**src/logic/experiar_config.svh**
```systemverilog
`ifndef EXPERIAR_CONFIG_SVH
`define EXPERIAR_CONFIG_SVH

// Bus widths
`define WB_DATA_WIDTH     32
`define WB_ADDR_WIDTH     28
`define SLAVE_ADDR_WIDTH  24
`define WB_SEL_WIDTH      4

// One SRAM bank
`define SRAM_ADDR_WIDTH   9
`define SRAM_DEPTH        512

`define GPIO_WIDTH        32
`define CARAVEL_IRQ_WIDTH 4

// Regions decoded from address bits 27 to 24
`define REGION_MEM0       4'h0
`define REGION_MEM1       4'h1
`define REGION_GPIO       4'h3

// GPIO byte offsets
`define GPIO_OUT_OFS      8'h00
`define GPIO_OE_OFS       8'h04
`define GPIO_IN_OFS       8'h08
`define GPIO_IRQ_OFS      8'h0C

`endif

```
**src/logic/experiar_pkg.sv**
```systemverilog
`include "experiar_config.svh"

package experiar_pkg;

	// Bus side
	typedef logic [`WB_DATA_WIDTH-1:0] wb_data_t;
	typedef logic [`WB_ADDR_WIDTH-1:0] wb_addr_t;
	typedef logic [`SLAVE_ADDR_WIDTH-1:0] slave_addr_t;
	typedef logic [`WB_SEL_WIDTH-1:0] wb_sel_t;

	// Word address inside one SRAM bank
	typedef logic [`SRAM_ADDR_WIDTH-1:0] sram_addr_t;

	// Pad vector
	typedef logic [`GPIO_WIDTH-1:0] gpio_t;

	// Upper address nibble above the slave window
	typedef logic [`WB_ADDR_WIDTH-`SLAVE_ADDR_WIDTH-1:0] region_t;

	// Decoded target of a request
	typedef enum logic [1:0] {
		SLAVE_MEM0,
		SLAVE_MEM1,
		SLAVE_GPIO,
		SLAVE_NONE
	} slave_sel_t;

endpackage

```
**src/logic/gpio_peripheral.sv**
```systemverilog
`timescale 1ns/1ps

`include "experiar_config.svh"

module gpio_peripheral (
	input  logic                      wb_clk_i,
	input  logic                      rst_n_i,
	input  logic                      wb_stb_i,
	input  logic                      wb_we_i,
	input  experiar_pkg::wb_sel_t     wb_sel_i,
	input  experiar_pkg::wb_data_t    wb_data_i,
	input  experiar_pkg::slave_addr_t wb_adr_i,
	input  experiar_pkg::gpio_t       gpio_in_i,
	output logic                      wb_ack_o,
	output experiar_pkg::wb_data_t    wb_data_o,
	output experiar_pkg::gpio_t       gpio_out_o,
	output experiar_pkg::gpio_t       gpio_oeb_o,
	output logic                      gpio_irq_o
);

	import experiar_pkg::*;

	logic [7:0] reg_ofs;
	logic       write_en;
	wb_data_t   byte_mask;
	wb_data_t   read_word;
	gpio_t      out_q;
	gpio_t      oe_q;
	gpio_t      pending_q;
	gpio_t      sync1_q;
	gpio_t      sync2_q;
	gpio_t      prev_q;
	gpio_t      rise;
	gpio_t      irq_clear;

	assign reg_ofs  = {wb_adr_i[7:2], 2'b00};
	assign write_en = wb_stb_i & wb_we_i;

	// Expand byte selects to bit mask
	always_comb begin
		for (int i = 0; i < `WB_SEL_WIDTH; i++) begin
			byte_mask[8*i +: 8] = {8{wb_sel_i[i]}};
		end
	end

	assign rise = sync2_q & ~prev_q;
	assign irq_clear = (write_en && reg_ofs == `GPIO_IRQ_OFS) ? (wb_data_i & byte_mask) : '0;

	always_ff @(posedge wb_clk_i) begin
		if (!rst_n_i) begin
			wb_ack_o  <= 1'b0;
			out_q     <= '0;
			oe_q      <= '0;
			pending_q <= '0;
			sync1_q   <= '0;
			sync2_q   <= '0;
			prev_q    <= '0;
		end else begin
			wb_ack_o <= wb_stb_i;
			sync1_q  <= gpio_in_i;
			sync2_q  <= sync1_q;
			prev_q   <= sync2_q;
			// a new edge wins over a clear in the same cycle
			pending_q <= (pending_q & ~irq_clear) | rise;
			if (write_en && reg_ofs == `GPIO_OUT_OFS) begin
				out_q <= (out_q & ~byte_mask) | (wb_data_i & byte_mask);
			end
			if (write_en && reg_ofs == `GPIO_OE_OFS) begin
				oe_q <= (oe_q & ~byte_mask) | (wb_data_i & byte_mask);
			end
		end
	end

	always_comb begin
		case (reg_ofs)
			`GPIO_OUT_OFS: read_word = out_q;
			`GPIO_OE_OFS:  read_word = oe_q;
			`GPIO_IN_OFS:  read_word = sync2_q;
			`GPIO_IRQ_OFS: read_word = pending_q;
			default:       read_word = '0;
		endcase
	end

	always_ff @(posedge wb_clk_i) begin
		wb_data_o <= read_word;
	end

	assign gpio_out_o = out_q;
	// Pad enable is active low
	assign gpio_oeb_o = ~oe_q;
	assign gpio_irq_o = |pending_q;

endmodule

```
**config.mk**
```make
export PLATFORM = sky130hd
export DESIGN_NAME = gpio_peripheral
export DESIGN_NICKNAME = d
export VERILOG_FILES = /design/src/logic/experiar_pkg.sv /design/src/logic/gpio_peripheral.sv
export VERILOG_INCLUDE_DIRS = /design/src /design/src/logic
export SDC_FILE = /design/constraint.sdc
export NUM_CORES = 1
export LEC_CHECK = 0
export ABC_AREA = 1
export BUFFER_PORTS_ARGS = -buffer_cell sky130_fd_sc_hd__clkbuf_2
export CAP_MARGIN = 40
export CORE_ASPECT_RATIO = 1.1
export CORE_MARGIN = 10
export CORE_UTILIZATION = 58
export CTS_CLUSTER_SIZE = 20
export DETAILED_ROUTE_END_ITERATION = 8
export GPL_TIMING_DRIVEN = 0
export PLACE_DENSITY_LB_ADDON = 0.3
export RECOVER_POWER = 25
export SLEW_MARGIN = 20
export SYNTH_ARGS = -nofsm -noshare
export SYNTH_HDL_FRONTEND = slang
export SYNTH_SLANG_ARGS = --single-unit
export TNS_END_PERCENT = 1
```
**constraint.sdc**
```tcl
create_clock -name wb_clk_i -period 2.8 [get_ports wb_clk_i]
set_clock_uncertainty 0.15 [all_clocks]
set_input_delay 0.14 -clock wb_clk_i [delete_from_list [all_inputs] [get_ports wb_clk_i]]
set_output_delay 0.14 -clock wb_clk_i [all_outputs]
set_load 0.02 [all_outputs]
```
==> results of run 1 <==
[stage by stage]
stage	std cells	instance area [sq um]	setup WS, ps
2_1_floorplan	1213	8870	1480
3_3_place_gp	1578	9960	831
3_5_place_dp	1578	9960	748
4_1_cts	1711	11600	449
5_1_grt	1711	11500	287
6_report	1711	11500	378
[path summary, 6_finish.rpt]
path,start,to
max,wb_adr_i[3],wb_data_o[6]
min,wb_adr_i[2],wb_data_o[20]
max reg2reg,sync2_q[2],pending_q[2]
min reg2reg,sync1_q[14],sync2_q[14]
[worst max-delay path: stages]
cell	delay [ps]
dlygate4sd3_1	520
buf_2	220
nand2_1	120
nor3_4	260
dlygate4sd3_1	670
nand3_1	90
dlygate4sd3_1	570
nand4_1	120
[routing by layer]
layer,wire length [microns],vias up,track usage,part of all wire
li1,-,4317,-,-
met1,10800,4211,0.324,0.36
met2,14900,566,0.492,0.49
met3,3400,117,0.0748,0.11
met4,1260,0,0.135,0.041
met5,0,-,0,0
[kinds of logic after synthesis]
kind of cell	count (synthesis)	share of synthesized area
simple gates	682	0.344
buf+inv	274	0.121
flops	225	0.508
compound gates	32	0.0271
[Yosys cell counts]
cell	instances	area, sq um
nor2_2	1	6.26
buf_1	18	67.6
nor4_1	1	6.26
nand2_2	1	6.26
nor2_4	2	22.5
dfxtp_1	225	4500
nor3_4	1	16.3
o21bai_1	32	240
nand3_1	37	185
nand2_1	358	1340
buf_4	7	52.6
or2_2	32	200
buf_2	16	80.1
nor2_1	115	432
nor3_1	2	10.0
nand4_1	132	826
inv_1	202	758
clkbuf_1	31	116
[cell type report]
| type | instances | share of cell area |
|---|---|---|
| inverter | 202 | 0.0657 |
| clock buffer | 34 | 0.0586 |
| clock inverter | 6 | 0.00325 |
| timing repair buffer | 262 | 0.149 |
| buffer | 72 | 0.0273 |
| tap | 196 | 0.0212 |
| sequential | 225 | 0.390 |
| multi-input combinational | 714 | 0.285 |
[power groups by stage]
| stage | Sequential [uW] | Combinational, uW | Clock [uW] |
|---|---|---|---|
| after floorplan | 3390 | 243 | 0 |
| after global placement | 3400 | 406 | 0 |
| after detailed placement | 3400 | 415 | 0 |
| after CTS | 3330 | 521 | 2890 |
| after global routing | 3340 | 588 | 3010 |
| final | 3340 | 541 | 2880 |
==> key figures, run 1 <==
Global routing
  – Vias in the first global route: 9,034
  – GR Overflow Total: 0
  – GRT Util Overall: 0.287
  – Antenna violations before repair: 0
  – Largest net degree at the start of global routing: 14
  – Global-route wire length before repair: 46,700 microns

Clocking
  – Maximum clock path buffer count: 3
  – Clock sinks: 225
  – Post_cts resized: 0
  – Later-pin clock latency in the skew report: 520 ps
  – Worst-path clk slew: 60 ps
  – CTS Root Cell: clkbuf_16
  – Hold-fix buffers, CTS: 93
  – Setup Buffers After CTS: 0
  – H-tree depth: 1
  – CTS tree: built
  – CTS buffer count: 23

Timing
  – Final min period: 2420 ps
  – Fmax: 413 MHz
  – Worst-Margin Slew: 782 ps
  – TNS Setup: 0 ps
  – Final slew viol count: 0
  – Slew headroom: 0.477
  – Setup violators final: 0
  – Final Hold Viols: 0
  – Final Cycle Share: 0.865
  – Fin Hold WS: 37.6 ps
  – RSZ-0062 raised after global routing: no

Power and ir drop
  – Power, Total: 6760 uW
  – Int Pwr: 5180 uW
  – Logic pwr share: 0.080
  – Switch Pwr: 1590 uW
  – Pwr/cell area: 585 mW/mm^2
  – Leakage: 0.00585 uW
  – Switching part of the total: 0.235
  – Clock Power Share: 0.426
  – Reg power frac: 0.494
  – Peak supply drop: 0.000530 V

Synth
  – FF+latch count, synth: 225
  – Ys Warns: 0
  – Seq/Total Area, Yosys: 0.508
  – Post-synth cell types: 18
  – Mapped cell area: 0.00887 sq mm
  – Syn Area/Cell: 7.32 sq um
  – Cell count after synthesis: 1,213
  – Net count after synthesis: 1,309

Layout
  – Commonest non-fill, non-tap cell in the layout: nand2_1
  – Highest-count cells in the layout ignoring fill and taps: nand2_1, dfxtp_1, inv_1
  – Layout cells sized above 1: 0.142
  – Nets@finish: 1,596
  – Area grow syn2layout: 30.1%
  – N_diodes: 0
  – FF+latch area: 0.00450 sq mm
  – Fill count: 1,147
  – Area of the multi-input gates: 0.00329 sq mm
  – Finished Core Util: 0.767

Placement
  – Buffers on Ports: 169
  – Detailed placement HPWL: 19,900 microns
  – RePlAce Congestion: 0.927

Floorplanning
  – # rows: 47
  – Core area: 0.0151 sq mm
  – Die Ht: 150 microns
  – Initial Util: 0.589
  – # IOs: 194
  – DIE AREA: 0.0207 sq mm
  – Die W: 138 microns

Job
  – Max-Cap Viols: 0

Setup path
  – Critical Path Fanout Max: 8
  – Startpoint types: input pin
  – Critical path class: input pin to register
  – Critical path capture point type: register
  – Worst Path Required: 3090 ps
  – R2r setup slk: 1230 ps
  – Crit path DAT: 2710 ps
  – Worst reg2reg path depth: 4

Status
  – Status: finished clean

Worst hold path
  – Hold/Removal Path Class: input pin to register
  – Hold Crit Depth: 4

Drt
  – WL final: 30,300 microns
  – Via density: 5.38
  – Iteration count of the initial detailed-routing pass: 8
  – Residual DRC count: 0
  – Routed len/inst: 17.7 microns
  – Number of DRC markers in iteration 0: 1,079
  – Routed vias: 9,211
  – Antenna Violating Nets Remaining: 0
(Power assumes the default switching activity.)
==> run 2, diff against run 1 <==
- PLACE_DENSITY: default -> 0.82
- PLACE_DENSITY_LB_ADDON: 0.3 -> default
==> run 2 against run 1 <==
- sequential share of layout area is 0.16 points lower
- combinational power about the same
- die area unchanged
- first-iteration DRC count grew 5.9%
- final area increased by 0.41%
- via count rose by 0.41%
- wire length rose by 0.92%
- critical endpoint is now pending_q[3]
- sequential power hardly changed
==> key figures, run 2 (same netlist as run 1, synthesis figures left out) <==
Status
  – Status: finished clean

Layout
  – Highest-count cells in the layout ignoring fill and taps: nand2_1, dfxtp_1, inv_1
  – Final Instance Area: 0.0116 sq mm (+0.41%)
  – Layout cells sized above 1: 0.143 (+0.00141)
  – Area grow syn2layout: 30.7%
  – Nets@finish: 1,595 (-0.063%)
  – Non-Filler Instances: 1,711 (unchanged)
  – Commonest non-fill, non-tap cell in the layout: nand2_1

Drt
  – WL final: 30,600 microns (+0.92%)
  – Routed wl met2: 14,700 microns (-0.90%)
  – Number of DRC markers in iteration 0: 1,143 (+5.9%)
  – Wire length on met1: 10,900 microns (+1.1%)
  – Residual DRC count: 0 (unchanged)
  – Top Metal Used: met4
  – Routed len/inst: 17.9 microns (+0.92%)
  – Via density: 5.41 (+0.41%)
  – Antenna Violating Nets Remaining: 0 (unchanged)
  – Total length of routed met3 wires: 3490 microns (+2.6%)
  – Routed vias: 9,249 (+0.41%)
  – Iteration count of the initial detailed-routing pass: 6 (-2)

Worst hold path
  – Hold path start: wb_adr_i[2]
  – Hold Crit Depth: 4 (unchanged)
  – Hold path endpoint: wb_data_o[13]
  – Hold/Removal Path Class: input pin to register

Timing
  – Final Cycle Share: 0.872 (+0.00697)
  – Worst-Margin Slew: 803 ps (+21.4 ps)
  – Setup violators final: 0 (unchanged)
  – Final Hold Viols: 0 (unchanged)
  – Final min period: 2440 ps (+19.5 ps)
  – Final slew viol count: 0 (unchanged)
  – Slew headroom: 0.463 (-0.0143)
  – Fmax: 410 MHz (-0.80%)
  – TNS Setup: 0 ps (unchanged)
  – RSZ-0062 raised after global routing: no

Global routing
  – Global-route wire length before repair: 47,100 microns (+0.91%)
  – GRT Util Overall: 0.288 (+0.000775)
  – GR Overflow Total: 0 (unchanged)
  – Vias in the first global route: 9,197 (+1.8%)
  – Antenna violations before repair: 0 (unchanged)
  – Largest net degree at the start of global routing: 15 (+1)

Clocking
  – Setup Buffers After CTS: 0 (unchanged)
  – CTS tree: built
  – Maximum clock path buffer count: 3 (unchanged)
  – Worst-path clk slew: 60 ps (about the same)
  – CTS Root Cell: clkbuf_16
  – Later-pin clock latency in the skew report: 510 ps (about the same)
  – CTS buffer count: 23 (unchanged)
  – H-tree depth: 1 (unchanged)
  – Clock sinks: 225 (unchanged)

Floorplanning
  – # IOs: 194 (unchanged)
  – DIE AREA: 0.0207 sq mm (unchanged)
  – Die W: 138 microns (unchanged)
  – Die Ht: 150 microns (unchanged)
  – Core area: 0.0151 sq mm (unchanged)
  – Initial Util: 0.589 (unchanged)
  – # rows: 47 (unchanged)

Setup path
  – Crit path DAT: 2680 ps (-30 ps)
  – Startpoint types: input pin
  – RR Endpoint: pending_q[3]
  – Critical path capture point type: register
  – Worst Path Required: 3040 ps (-50 ps)
  – Critical Path Fanout Max: 10 (+2)
  – Worst reg2reg path depth: 4 (unchanged)
  – Critical path class: input pin to register
  – R2r setup slk: 1230 ps (about the same)
  – Worst reg2reg startpoint: sync2_q[3]

Power and ir drop
  – Switch Pwr: 1610 uW (+1.6%)
  – Clock Power Share: 0.443 (+0.017)
  – Logic pwr share: 0.077 (-0.003)
  – Reg power frac: 0.480 (-0.014)
  – Switching part of the total: 0.232 (-0.00292)
  – Peak supply drop: 0.000443 V (-16%)
  – Leakage: 0.00587 uW (+0.40%)
  – Power, Total: 6960 uW (+2.9%)
  – Int Pwr: 5340 uW (+3.3%)
  – Pwr/cell area: 600 mW/mm^2 (+2.5%)

Placement
  – RePlAce Congestion: 0.934 (+0.76%)
  – Placed Area: 0.00996 sq mm (unchanged)
  – Buffers on Ports: 169 (unchanged)
  – Detailed placement HPWL: 20,200 microns (+1.4%)
  – Placed Cells incl. Taps: 1,578 (unchanged)

Job
  – Max-Cap Viols: 0 (unchanged)
[run 2: through the flow]
stage	setup slack [ps]	utilization	hold WS, ps
floorplan	1480	-	83.5
global placement	925	0.662	171
detailed placement	884	0.662	173
CTS	508	0.774	20.3
global route	309	0.770	65.4
finish	358	0.770	52.5
[run 2: routing by layer]
metal / up-vias / track usage
li1: 4319 / -
met1: 4194 / 0.336
met2: 596 / 0.488
met3: 140 / 0.0630
met4: 0 / 0.136
met5: - / 0
[run 2: power by group through the flow]
stage	sequential, uW	clock (uW)	combinational (uW)
2_1_floorplan	3390	0	243
3_3_place_gp	3400	0	405
3_5_place_dp	3400	0	413
4_1_cts	3330	3080	518
5_1_grt	3340	3210	585
6_report	3340	3080	539
[run 2: what timing repair did]
item / CTS / global route
hold buffers: 92 / 0
hold endpoints to repair: 155 / 0
gates resized for setup: 0 / 0
[run 2: critical path, stage by stage]
cell,delay [ps]
dlygate4sd3_1,520
buf_2,220
nand2_1,120
nor3_4,270
nand3_1,310
buf_2,300
o21bai_1,150
nand2_1,70
dlygate4sd3_1,570
[run 2: how the worst max path moves through the flow]
stage                     to        start  cells past startpoint  slack, ps
6_report        pending_q[3]  wb_adr_i[3]                      9        360
5_1_grt         pending_q[2]  wb_adr_i[3]                      9        310
4_1_cts         pending_q[2]  wb_adr_i[3]                      9        510
3_5_place_dp   wb_data_o[14]  wb_adr_i[5]                      7        880
3_3_place_gp        register     wb_stb_i                      7        920
2_1_floorplan  pending_q[12]  wb_adr_i[3]                      7       1480
[run 2: cell type report]
type,instances,area [sq um]
diodes,1,2.50
plain buffers,72,315
clock buffers,35,711
clock inverters,5,58.8
fillers,1109,3460
inverters,202,758
multi-input cells,714,3290
flip-flops and latches,225,4500
well taps,196,245
repair buffers,261,1710
