### config.mk
export PLATFORM = sky130hd
export DESIGN_NAME = wishbone_interconnect
export DESIGN_NICKNAME = d
export VERILOG_FILES = /design/src/logic/experiar_pkg.sv /design/src/logic/wishbone_interconnect.sv
export VERILOG_INCLUDE_DIRS = /design/src /design/src/logic
export SDC_FILE = /design/constraint.sdc
export NUM_CORES = 1
export LEC_CHECK = 0
export ABC_AREA = 0
export BUFFER_PORTS_ARGS = -buffer_cell sky130_fd_sc_hd__buf_2
export CORE_AREA = 3 3 102 104
export CTS_CLUSTER_DIAMETER = 50
export DETAILED_ROUTE_END_ITERATION = 7
export DIE_AREA = 0 0 105 107
export PLACE_DENSITY = 0.47
export SETUP_SLACK_MARGIN = 0.02
export SYNTH_ARGS = -nofsm -noshare
export SYNTH_HDL_FRONTEND = slang
export SYNTH_SLANG_ARGS = --single-unit
### constraint.sdc
create_clock -name wb_clk_i -period 4 [get_ports wb_clk_i]
set_input_delay 1.2 -clock wb_clk_i [delete_from_list [all_inputs] [get_ports wb_clk_i]]
set_output_delay 1.2 -clock wb_clk_i [all_outputs]
set_load 0.03 [all_outputs]
### src/logic/experiar_config.svh
`ifndef EXPERIAR_CONFIG_SVH
`define EXPERIAR_CONFIG_SVH

// Bus widths
`define WB_DATA_WIDTH     32
`define WB_ADDR_WIDTH     28
`define SLAVE_ADDR_WIDTH  24
`define WB_SEL_WIDTH      4

// One SRAM bank
`define SRAM_ADDR_WIDTH   9
`define SRAM_DEPTH        512

`define GPIO_WIDTH        32
`define CARAVEL_IRQ_WIDTH 4

// Regions decoded from address bits 27 to 24
`define REGION_MEM0       4'h0
`define REGION_MEM1       4'h1
`define REGION_GPIO       4'h3

// GPIO byte offsets
`define GPIO_OUT_OFS      8'h00
`define GPIO_OE_OFS       8'h04
`define GPIO_IN_OFS       8'h08
`define GPIO_IRQ_OFS      8'h0C

`endif

### src/logic/experiar_pkg.sv
`include "experiar_config.svh"

package experiar_pkg;

	// Bus side
	typedef logic [`WB_DATA_WIDTH-1:0] wb_data_t;
	typedef logic [`WB_ADDR_WIDTH-1:0] wb_addr_t;
	typedef logic [`SLAVE_ADDR_WIDTH-1:0] slave_addr_t;
	typedef logic [`WB_SEL_WIDTH-1:0] wb_sel_t;

	// Word address inside one SRAM bank
	typedef logic [`SRAM_ADDR_WIDTH-1:0] sram_addr_t;

	// Pad vector
	typedef logic [`GPIO_WIDTH-1:0] gpio_t;

	// Upper address nibble above the slave window
	typedef logic [`WB_ADDR_WIDTH-`SLAVE_ADDR_WIDTH-1:0] region_t;

	// Decoded target of a request
	typedef enum logic [1:0] {
		SLAVE_MEM0,
		SLAVE_MEM1,
		SLAVE_GPIO,
		SLAVE_NONE
	} slave_sel_t;

endpackage

### src/logic/wishbone_interconnect.sv
`timescale 1ns/1ps

`include "experiar_config.svh"

module wishbone_interconnect (
	input  logic                      wb_clk_i,
	input  logic                      rst_n_i,

	// Master side
	input  logic                      m_cyc_i,
	input  logic                      m_stb_i,
	input  logic                      m_we_i,
	input  experiar_pkg::wb_sel_t     m_sel_i,
	input  experiar_pkg::wb_data_t    m_data_i,
	input  experiar_pkg::wb_addr_t    m_adr_i,
	output logic                      m_ack_o,
	output logic                      m_error_o,
	output experiar_pkg::wb_data_t    m_data_o,

	// Per-slave strobe and response
	output logic                      mem0_stb_o,
	input  logic                      mem0_ack_i,
	input  experiar_pkg::wb_data_t    mem0_data_i,
	output logic                      mem1_stb_o,
	input  logic                      mem1_ack_i,
	input  experiar_pkg::wb_data_t    mem1_data_i,
	output logic                      gpio_stb_o,
	input  logic                      gpio_ack_i,
	input  experiar_pkg::wb_data_t    gpio_data_i,

	// Request fields shared by all slaves
	output logic                      s_we_o,
	output experiar_pkg::wb_sel_t     s_sel_o,
	output experiar_pkg::wb_data_t    s_data_o,
	output experiar_pkg::slave_addr_t s_adr_o
);

	import experiar_pkg::*;

	region_t    region;
	slave_sel_t req_sel;
	slave_sel_t resp_sel;
	logic       req_valid;
	logic       resp_valid;
	logic       resp_ack;

	assign req_valid = m_cyc_i & m_stb_i;
	assign region = m_adr_i[`WB_ADDR_WIDTH-1:`SLAVE_ADDR_WIDTH];

	always_comb begin
		case (region)
			`REGION_MEM0: req_sel = SLAVE_MEM0;
			`REGION_MEM1: req_sel = SLAVE_MEM1;
			`REGION_GPIO: req_sel = SLAVE_GPIO;
			default:      req_sel = SLAVE_NONE;
		endcase
	end

	// Only the decoded slave sees the strobe
	assign mem0_stb_o = req_valid & (req_sel == SLAVE_MEM0);
	assign mem1_stb_o = req_valid & (req_sel == SLAVE_MEM1);
	assign gpio_stb_o = req_valid & (req_sel == SLAVE_GPIO);

	assign s_we_o   = m_we_i;
	assign s_sel_o  = m_sel_i;
	assign s_data_o = m_data_i;
	assign s_adr_o  = m_adr_i[`SLAVE_ADDR_WIDTH-1:0];

	// Remember where the request went, for the response cycle
	always_ff @(posedge wb_clk_i) begin
		if (!rst_n_i) begin
			resp_valid <= 1'b0;
			resp_sel   <= SLAVE_NONE;
		end else begin
			resp_valid <= req_valid;
			resp_sel   <= req_sel;
		end
	end

	always_comb begin
		resp_ack = 1'b0;
		m_data_o = '0;
		case (resp_sel)
			SLAVE_MEM0: begin
				resp_ack = mem0_ack_i;
				m_data_o = mem0_data_i;
			end
			SLAVE_MEM1: begin
				resp_ack = mem1_ack_i;
				m_data_o = mem1_data_i;
			end
			SLAVE_GPIO: begin
				resp_ack = gpio_ack_i;
				m_data_o = gpio_data_i;
			end
			default: begin
				resp_ack = 1'b0;
			end
		endcase
	end

	assign m_ack_o = resp_valid & resp_ack;
	// Unmapped region gets an error in place of the ack
	assign m_error_o = resp_valid & (resp_sel == SLAVE_NONE);

endmodule

==> summary.json, run 1 <==
{
  "logic_synthesis": {
    "yosysMostFrequentCell": "buf_4",
    "synth.largest_area_cell": "buf_4",
    "synthTopCellsByCount": "65 x buf_4, 33 x mux2i_1, 33 x nand2_1, 30 x o21ai_1",
    "yosys-top-cells-area": "buf_4 37%, mux2i_1 25%, o21ai_1 11%, nand2_1 9.4%, dfxtp_1 4.5%",
    "syn-instance-count": 187,
    "syn-num-nets": 355,
    "ys_seq_area_frac": 0.0455,
    "synth_ff_type": "dfxtp_1",
    "post_synth_num_cell_types": 18,
    "ys.warnings.count": 0,
    "synth_seq_cells": 3,
    "number_of_flops_mapped_to_enable_cells_by_yosys": 0,
    "synth_async_sr_flop_share": 0,
    "mappedNetlistArea_mm2": 0.00132,
    "synth.top_cell.area_share": 0.369,
    "post_synth.cell_area_avg_um2": 7.07
  },
  "setup_path": {
    "arrival_time_of_the_worst_setup_path_ns": 2.06,
    "worstSetupPathDepth": 5,
    "slowest_stage_delay_on_critical_path_ns": 0.23,
    "element_type_at_the_critical_path_end": "primary output",
    "path_common_cell": "buf_2",
    "crit_family": "simple AND/OR/NAND/NOR gates",
    "startpoint_type": "primary input",
    "path_class": "in -> out",
    "worstPathRequired_ns": 2.80,
    "critPathMaxFanout": 3,
    "slowest_stage": "buf_2",
    "critical_path.cell_chain": "buf_2, nor2_1, nand3_1, nor3b_1, buf_2",
    "crit_buf_inv": 2
  },
  "drt": {
    "first_iter_violations": 50,
    "detailed_router_iteration_count_before_antenna_repair": 4,
    "vias": 1454,
    "drc_errors": 0,
    "post_drt_wl_per_cell_um": 11.4,
    "final_antenna_net_count": 0,
    "drt-total-wl_um": 4520,
    "via_per_inst": 3.66
  },
  "sta": {
    "worst_hold_slack_ns": 1.19,
    "max_freq_mhz": 307,
    "tns_ns": 0,
    "final-max-slew-violation-count": 0,
    "setup_slack_ns": 0.740,
    "min_period_ns": 3.26,
    "finalHoldViolCount": 0,
    "max_slew_margin": 0.480,
    "tightestPinTransition_ns": 0.778,
    "final-setup-viol-count": 0,
    "post-route-period-util": 0.815,
    "rsz_0062_raised_after_global_routing": "no"
  },
  "power_and_ir_drop": {
    "cellInternalPower_mw": 0.162,
    "combinational_power_share": 0.513,
    "power.switching_mw": 0.0845,
    "switching_share": 0.343,
    "power.ir.vdd_worst_mv": 0.140,
    "power.static_leakage_nw": 1.10,
    "totalPowerFinal_mw": 0.246,
    "clockPowerShare": 0.349,
    "power-per-cell-area_mw_per_mm2": 144,
    "sequentialPowerShare": 0.138
  },
  "placement": {
    "post_dp_cell_area_mm2": 0.00166,
    "preCtsSetupSlack_ns": 0.744,
    "post-dp-hpwl_um": 3670,
    "port_buffers": 143,
    "place_inst": 393,
    "place_congestion": 0.688
  },
  "floorplanning": {
    "core_region_area_mm2": 0.00964,
    "top_level_ports": 266,
    "rows": 36,
    "die-area_mm2": 0.0112,
    "initial_core_util": 0.137,
    "fp.dieH_um": 107,
    "die_width_um": 105
  },
  "global_route": {
    "gr-usage-met2": 0.131,
    "grt_first_pass_wirelength_um": 6620,
    "grt_start_max_net_pins": 36,
    "globalRouteOverflowTotal": 0,
    "grt_pass1_vias": 1386,
    "antenna_found_initial": 0,
    "groute.layer.met1.usage": 0.0672,
    "globalRoute.busiestLayer": "met2",
    "grt_util_all_layers": 0.0734,
    "use_met3": 0.0355
  },
  "final_layout": {
    "instances_no_fill": 397,
    "antenna-diode-count": 0,
    "area.growth.synth_to_final_pct": 29.4,
    "final_core_util": 0.177,
    "ff_latch_area_um2": 61.3,
    "post_route_cells_drive_above_1_share": 0.568,
    "nets": 433,
    "multi_input_area_um2": 706,
    "stdcell_area_mm2": 0.00171,
    "fillers": 1112
  },
  "clocking": {
    "cts_root_buf": "clkbuf_8",
    "number_of_levels_the_h_tree_was_split_into": 1,
    "cts.path.max_buffers": 2,
    "cts_made_buffers": 3,
    "cts_tree": "yes",
    "post-cts-setup-buffers": 0,
    "holdBufCountCts": 0,
    "numClockSinks": 3,
    "clock_pin_slew_worst_setup_and_hold_paths_ns": 0.03,
    "postCtsResizedCells": 0
  },
  "worst_hold_path": {
    "timing.hold.worst_path_depth": 2,
    "hp-class": "in -> reg"
  },
  "job": {
    "cap_violations": 0
  },
  "outcome": {
    "status": "finished, final reports clean"
  }
}
[metal layers]
metal / part of all wire / routed length, µm / up-vias
li1: - / - / 721
met2: 0.48 / 2180 / 119
met4: 0.046 / 206 / 0
met3: 0.15 / 683 / 22
met5: 0 / 0 / -
met1: 0.32 / 1450 / 592
[power by group through the flow]
stage          Clock (mW)  Sequential [mW]  Combinational [mW]
2_1_floorplan           0           0.0322               0.179
3_3_place_gp            0           0.0345               0.126
3_5_place_dp            0           0.0345               0.127
4_1_cts            0.0894           0.0342               0.128
5_1_grt            0.0913           0.0344               0.140
6_report           0.0860           0.0339               0.126
[flip-flops by register name, indices dropped and copies added, names as in the netlist]
name,cells
resp_sel,2
resp_valid,1
[worst paths after layout]
check,from,end
max,m_adr_i[27],mem1_stb_o
min,rst_n_i,resp_sel[0]
[area by class of cell]
cell class | count | share of cell area
clock buffers | 4 | 0.0264
flip-flops and latches | 3 | 0.0359
multi-input cells | 112 | 0.413
repair buffers | 145 | 0.428
well taps | 133 | 0.0974
[cell usage in the layout, fill, tap and decap left out, types with 2 or more instances in the layout]
cell type | netlist | routed
buf_2 | 0 | 143
mux2i_1 | 33 | 33
nand2_1 | 33 | 33
o21ai_1 | 30 | 30
o21ai_0 | 3 | 3
clkbuf_8 | 0 | 3
nand3b_1 | 2 | 2
and3_1 | 2 | 2
nor2_1 | 2 | 2
nand3_1 | 2 | 2
buf_4 | 65 | 2
dfxtp_1 | 3 | 2
[cell families (layout without fill, tap and decap cells)]
kind of cell | Yosys count | after routing | share of synthesized area
buffers and inverters | 72 | 149 | 0.420
DFF | 3 | 3 | 0.0455
muxes | 33 | 33 | 0.250
xor gates and xnor gates | 1 | 1 | 0.00663
AOI/OAI and AO/OA | 33 | 33 | 0.125
and+or+nand+nor | 45 | 45 | 0.152
No activity file was read; power rests on OpenSTA's default activity.
==> run 2, diff against run 1 <==
==> constraint.sdc (replaced) <==
create_clock -name wb_clk_i -period 3 [get_ports wb_clk_i]
set_input_delay 0.9 -clock wb_clk_i [delete_from_list [all_inputs] [get_ports wb_clk_i]]
set_output_delay 0.9 -clock wb_clk_i [all_outputs]
set_load 0.03 [all_outputs]
==> run 2 against run 1 <==
Effect of this change:
- power grew 35%
- global-route usage grew 0.18 points
- clock power grew 36%
- core utilization grew 0.29 points
- combinational power grew 37%
- sequential cell count is the same
- worst setup slack lost 0.34 ns
- cell area grew 1.6%
- critical path type unchanged
==> summary.json, run 2 (synthesized netlist as in run 1, its figures left out) <==
{
  "clocking": {
    "holdBufCountCts": 0,
    "cts_root_buf": "clkbuf_8",
    "number_of_levels_the_h_tree_was_split_into": 1,
    "numClockSinks": 3,
    "postCtsResizedCells": 0,
    "cts.path.max_buffers": 2,
    "post-cts-setup-buffers": 0,
    "clock_pin_slew_worst_setup_and_hold_paths_ns": 0.03,
    "cts_tree": "yes",
    "cts_made_buffers": 3
  },
  "floorplanning": {
    "top_level_ports": 266,
    "fp.dieH_um": 107,
    "core_region_area_mm2": 0.00964,
    "initial_core_util": 0.137,
    "die_width_um": 105,
    "die-area_mm2": 0.0112,
    "rows": 36
  },
  "global_route": {
    "grt_util_all_layers": 0.0752,
    "grt_start_max_net_pins": 36,
    "grt_pass1_vias": 1468,
    "globalRouteOverflowTotal": 0,
    "grt_first_pass_wirelength_um": 6880,
    "antenna_found_initial": 0
  },
  "power_and_ir_drop": {
    "power-per-cell-area_mw_per_mm2": 192,
    "power.static_leakage_nw": 1.12,
    "power.ir.vdd_worst_mv": 0.177
  },
  "drt": {
    "drc_errors": 0,
    "first_iter_violations": 50,
    "post_drt_wl_per_cell_um": 11.4,
    "vias": 1488,
    "detailed_router_iteration_count_before_antenna_repair": 4,
    "final_antenna_net_count": 0,
    "via_per_inst": 3.73,
    "drt-total-wl_um": 4560
  },
  "final_layout": {
    "commonest_non_fill_non_tap_cells_in_the_layout": "143 x buf_2, 33 x mux2i_1, 33 x nand2_1, 30 x o21ai_1",
    "registers.top_by_ff_count": "resp_sel",
    "antenna-diode-count": 0,
    "post_route_cells_drive_above_1_share": 0.571,
    "nets": 435,
    "fillers": 1145,
    "largest_register_ff_count": 2,
    "biggestRegsByFlops": "resp_sel (2), resp_valid (1)",
    "area.growth.synth_to_final_pct": 31.4,
    "instances_no_fill": 399,
    "final_common_cell": "buf_2"
  },
  "placement": {
    "place_congestion": 0.677,
    "port_buffers": 143,
    "post-dp-hpwl_um": 3830,
    "preCtsSetupSlack_ns": 0.395,
    "place_inst": 395
  },
  "sta": {
    "max_freq_mhz": 385,
    "min_period_ns": 2.60,
    "tns_ns": 0,
    "final-setup-viol-count": 0,
    "finalHoldViolCount": 0,
    "final-max-slew-violation-count": 0,
    "worst_hold_slack_ns": 0.891,
    "max_slew_margin": 0.728,
    "setup_slack_ns": 0.404,
    "rsz_0062_raised_after_global_routing": "no",
    "tightestPinTransition_ns": 0.406,
    "post-route-period-util": 0.865
  },
  "setup_path": {
    "path_class": "in -> out",
    "worstSetupStartpoint": "m_adr_i[27]",
    "arrival_time_of_the_worst_setup_path_ns": 1.70,
    "critPathMaxFanout": 3,
    "element_type_at_the_critical_path_end": "primary output",
    "slowest_stage": "buf_2",
    "startpoint_type": "primary input",
    "worstPathRequired_ns": 2.10,
    "path_common_cell": "buf_2",
    "slowest_stage_delay_on_critical_path_ns": 0.22,
    "critical_path.cell_chain": "buf_2, nor2_1, nand3_1, nor3b_1, buf_2",
    "setup.worst_path.end": "mem1_stb_o"
  },
  "worst_hold_path": {
    "timing.hold.worst_path_depth": 2,
    "hp-class": "in -> reg",
    "hold_start": "rst_n_i"
  },
  "job": {
    "cap_violations": 0
  },
  "outcome": {
    "status": "finished, final reports clean"
  }
}
## run 2: worst min-delay path by stage
stage / endpoint
CTS: resp_sel[0]
floorplan: resp_sel[0]
global route: resp_sel[1]
finish: resp_sel[0]
detailed placement: resp_sel[0]
global placement: resp_sel[0]
## run 2: layer usage
layer	global-route usage	part of all wire
met5	0	0
met4	0.0487	0.045
met3	0.0301	0.15
met2	0.133	0.48
met1	0.0722	0.33
## run 2: critical path, delay by kind of cell
kind	cells	cell delay (ns)
simple gates	3	0.48
buf+inv	2	0.32
## run 2: through the flow
| step | utilization | area [µm²] | total power, mW |
|---|---|---|---|
| after floorplan | - | 1320 | 0.282 |
| after global placement | 0.175 | 1690 | 0.216 |
| after detailed placement | 0.175 | 1690 | 0.219 |
| after CTS | 0.180 | 1740 | 0.342 |
| after global routing | 0.180 | 1740 | 0.360 |
| final | 0.180 | 1740 | 0.333 |
## run 2: where the power goes
part	switching [mW]	total, mW	internal [mW]	leakage (nW)
Combinational	0.0872	0.173	0.0855	1.07
Sequential	0.00219	0.0438	0.0416	0.0241
Clock	0.0263	0.117	0.0906	0.0228
Total	0.116	0.333	0.218	1.12
## run 2: cell type report
cell class / instances / area [µm²] / share of cell area
repair buffers: 147 / 758 / 0.437
multi-input cells: 112 / 706 / 0.406
well taps: 133 / 166 / 0.0958
flip-flops and latches: 3 / 61.3 / 0.0353
clock buffers: 4 / 45.0 / 0.0259
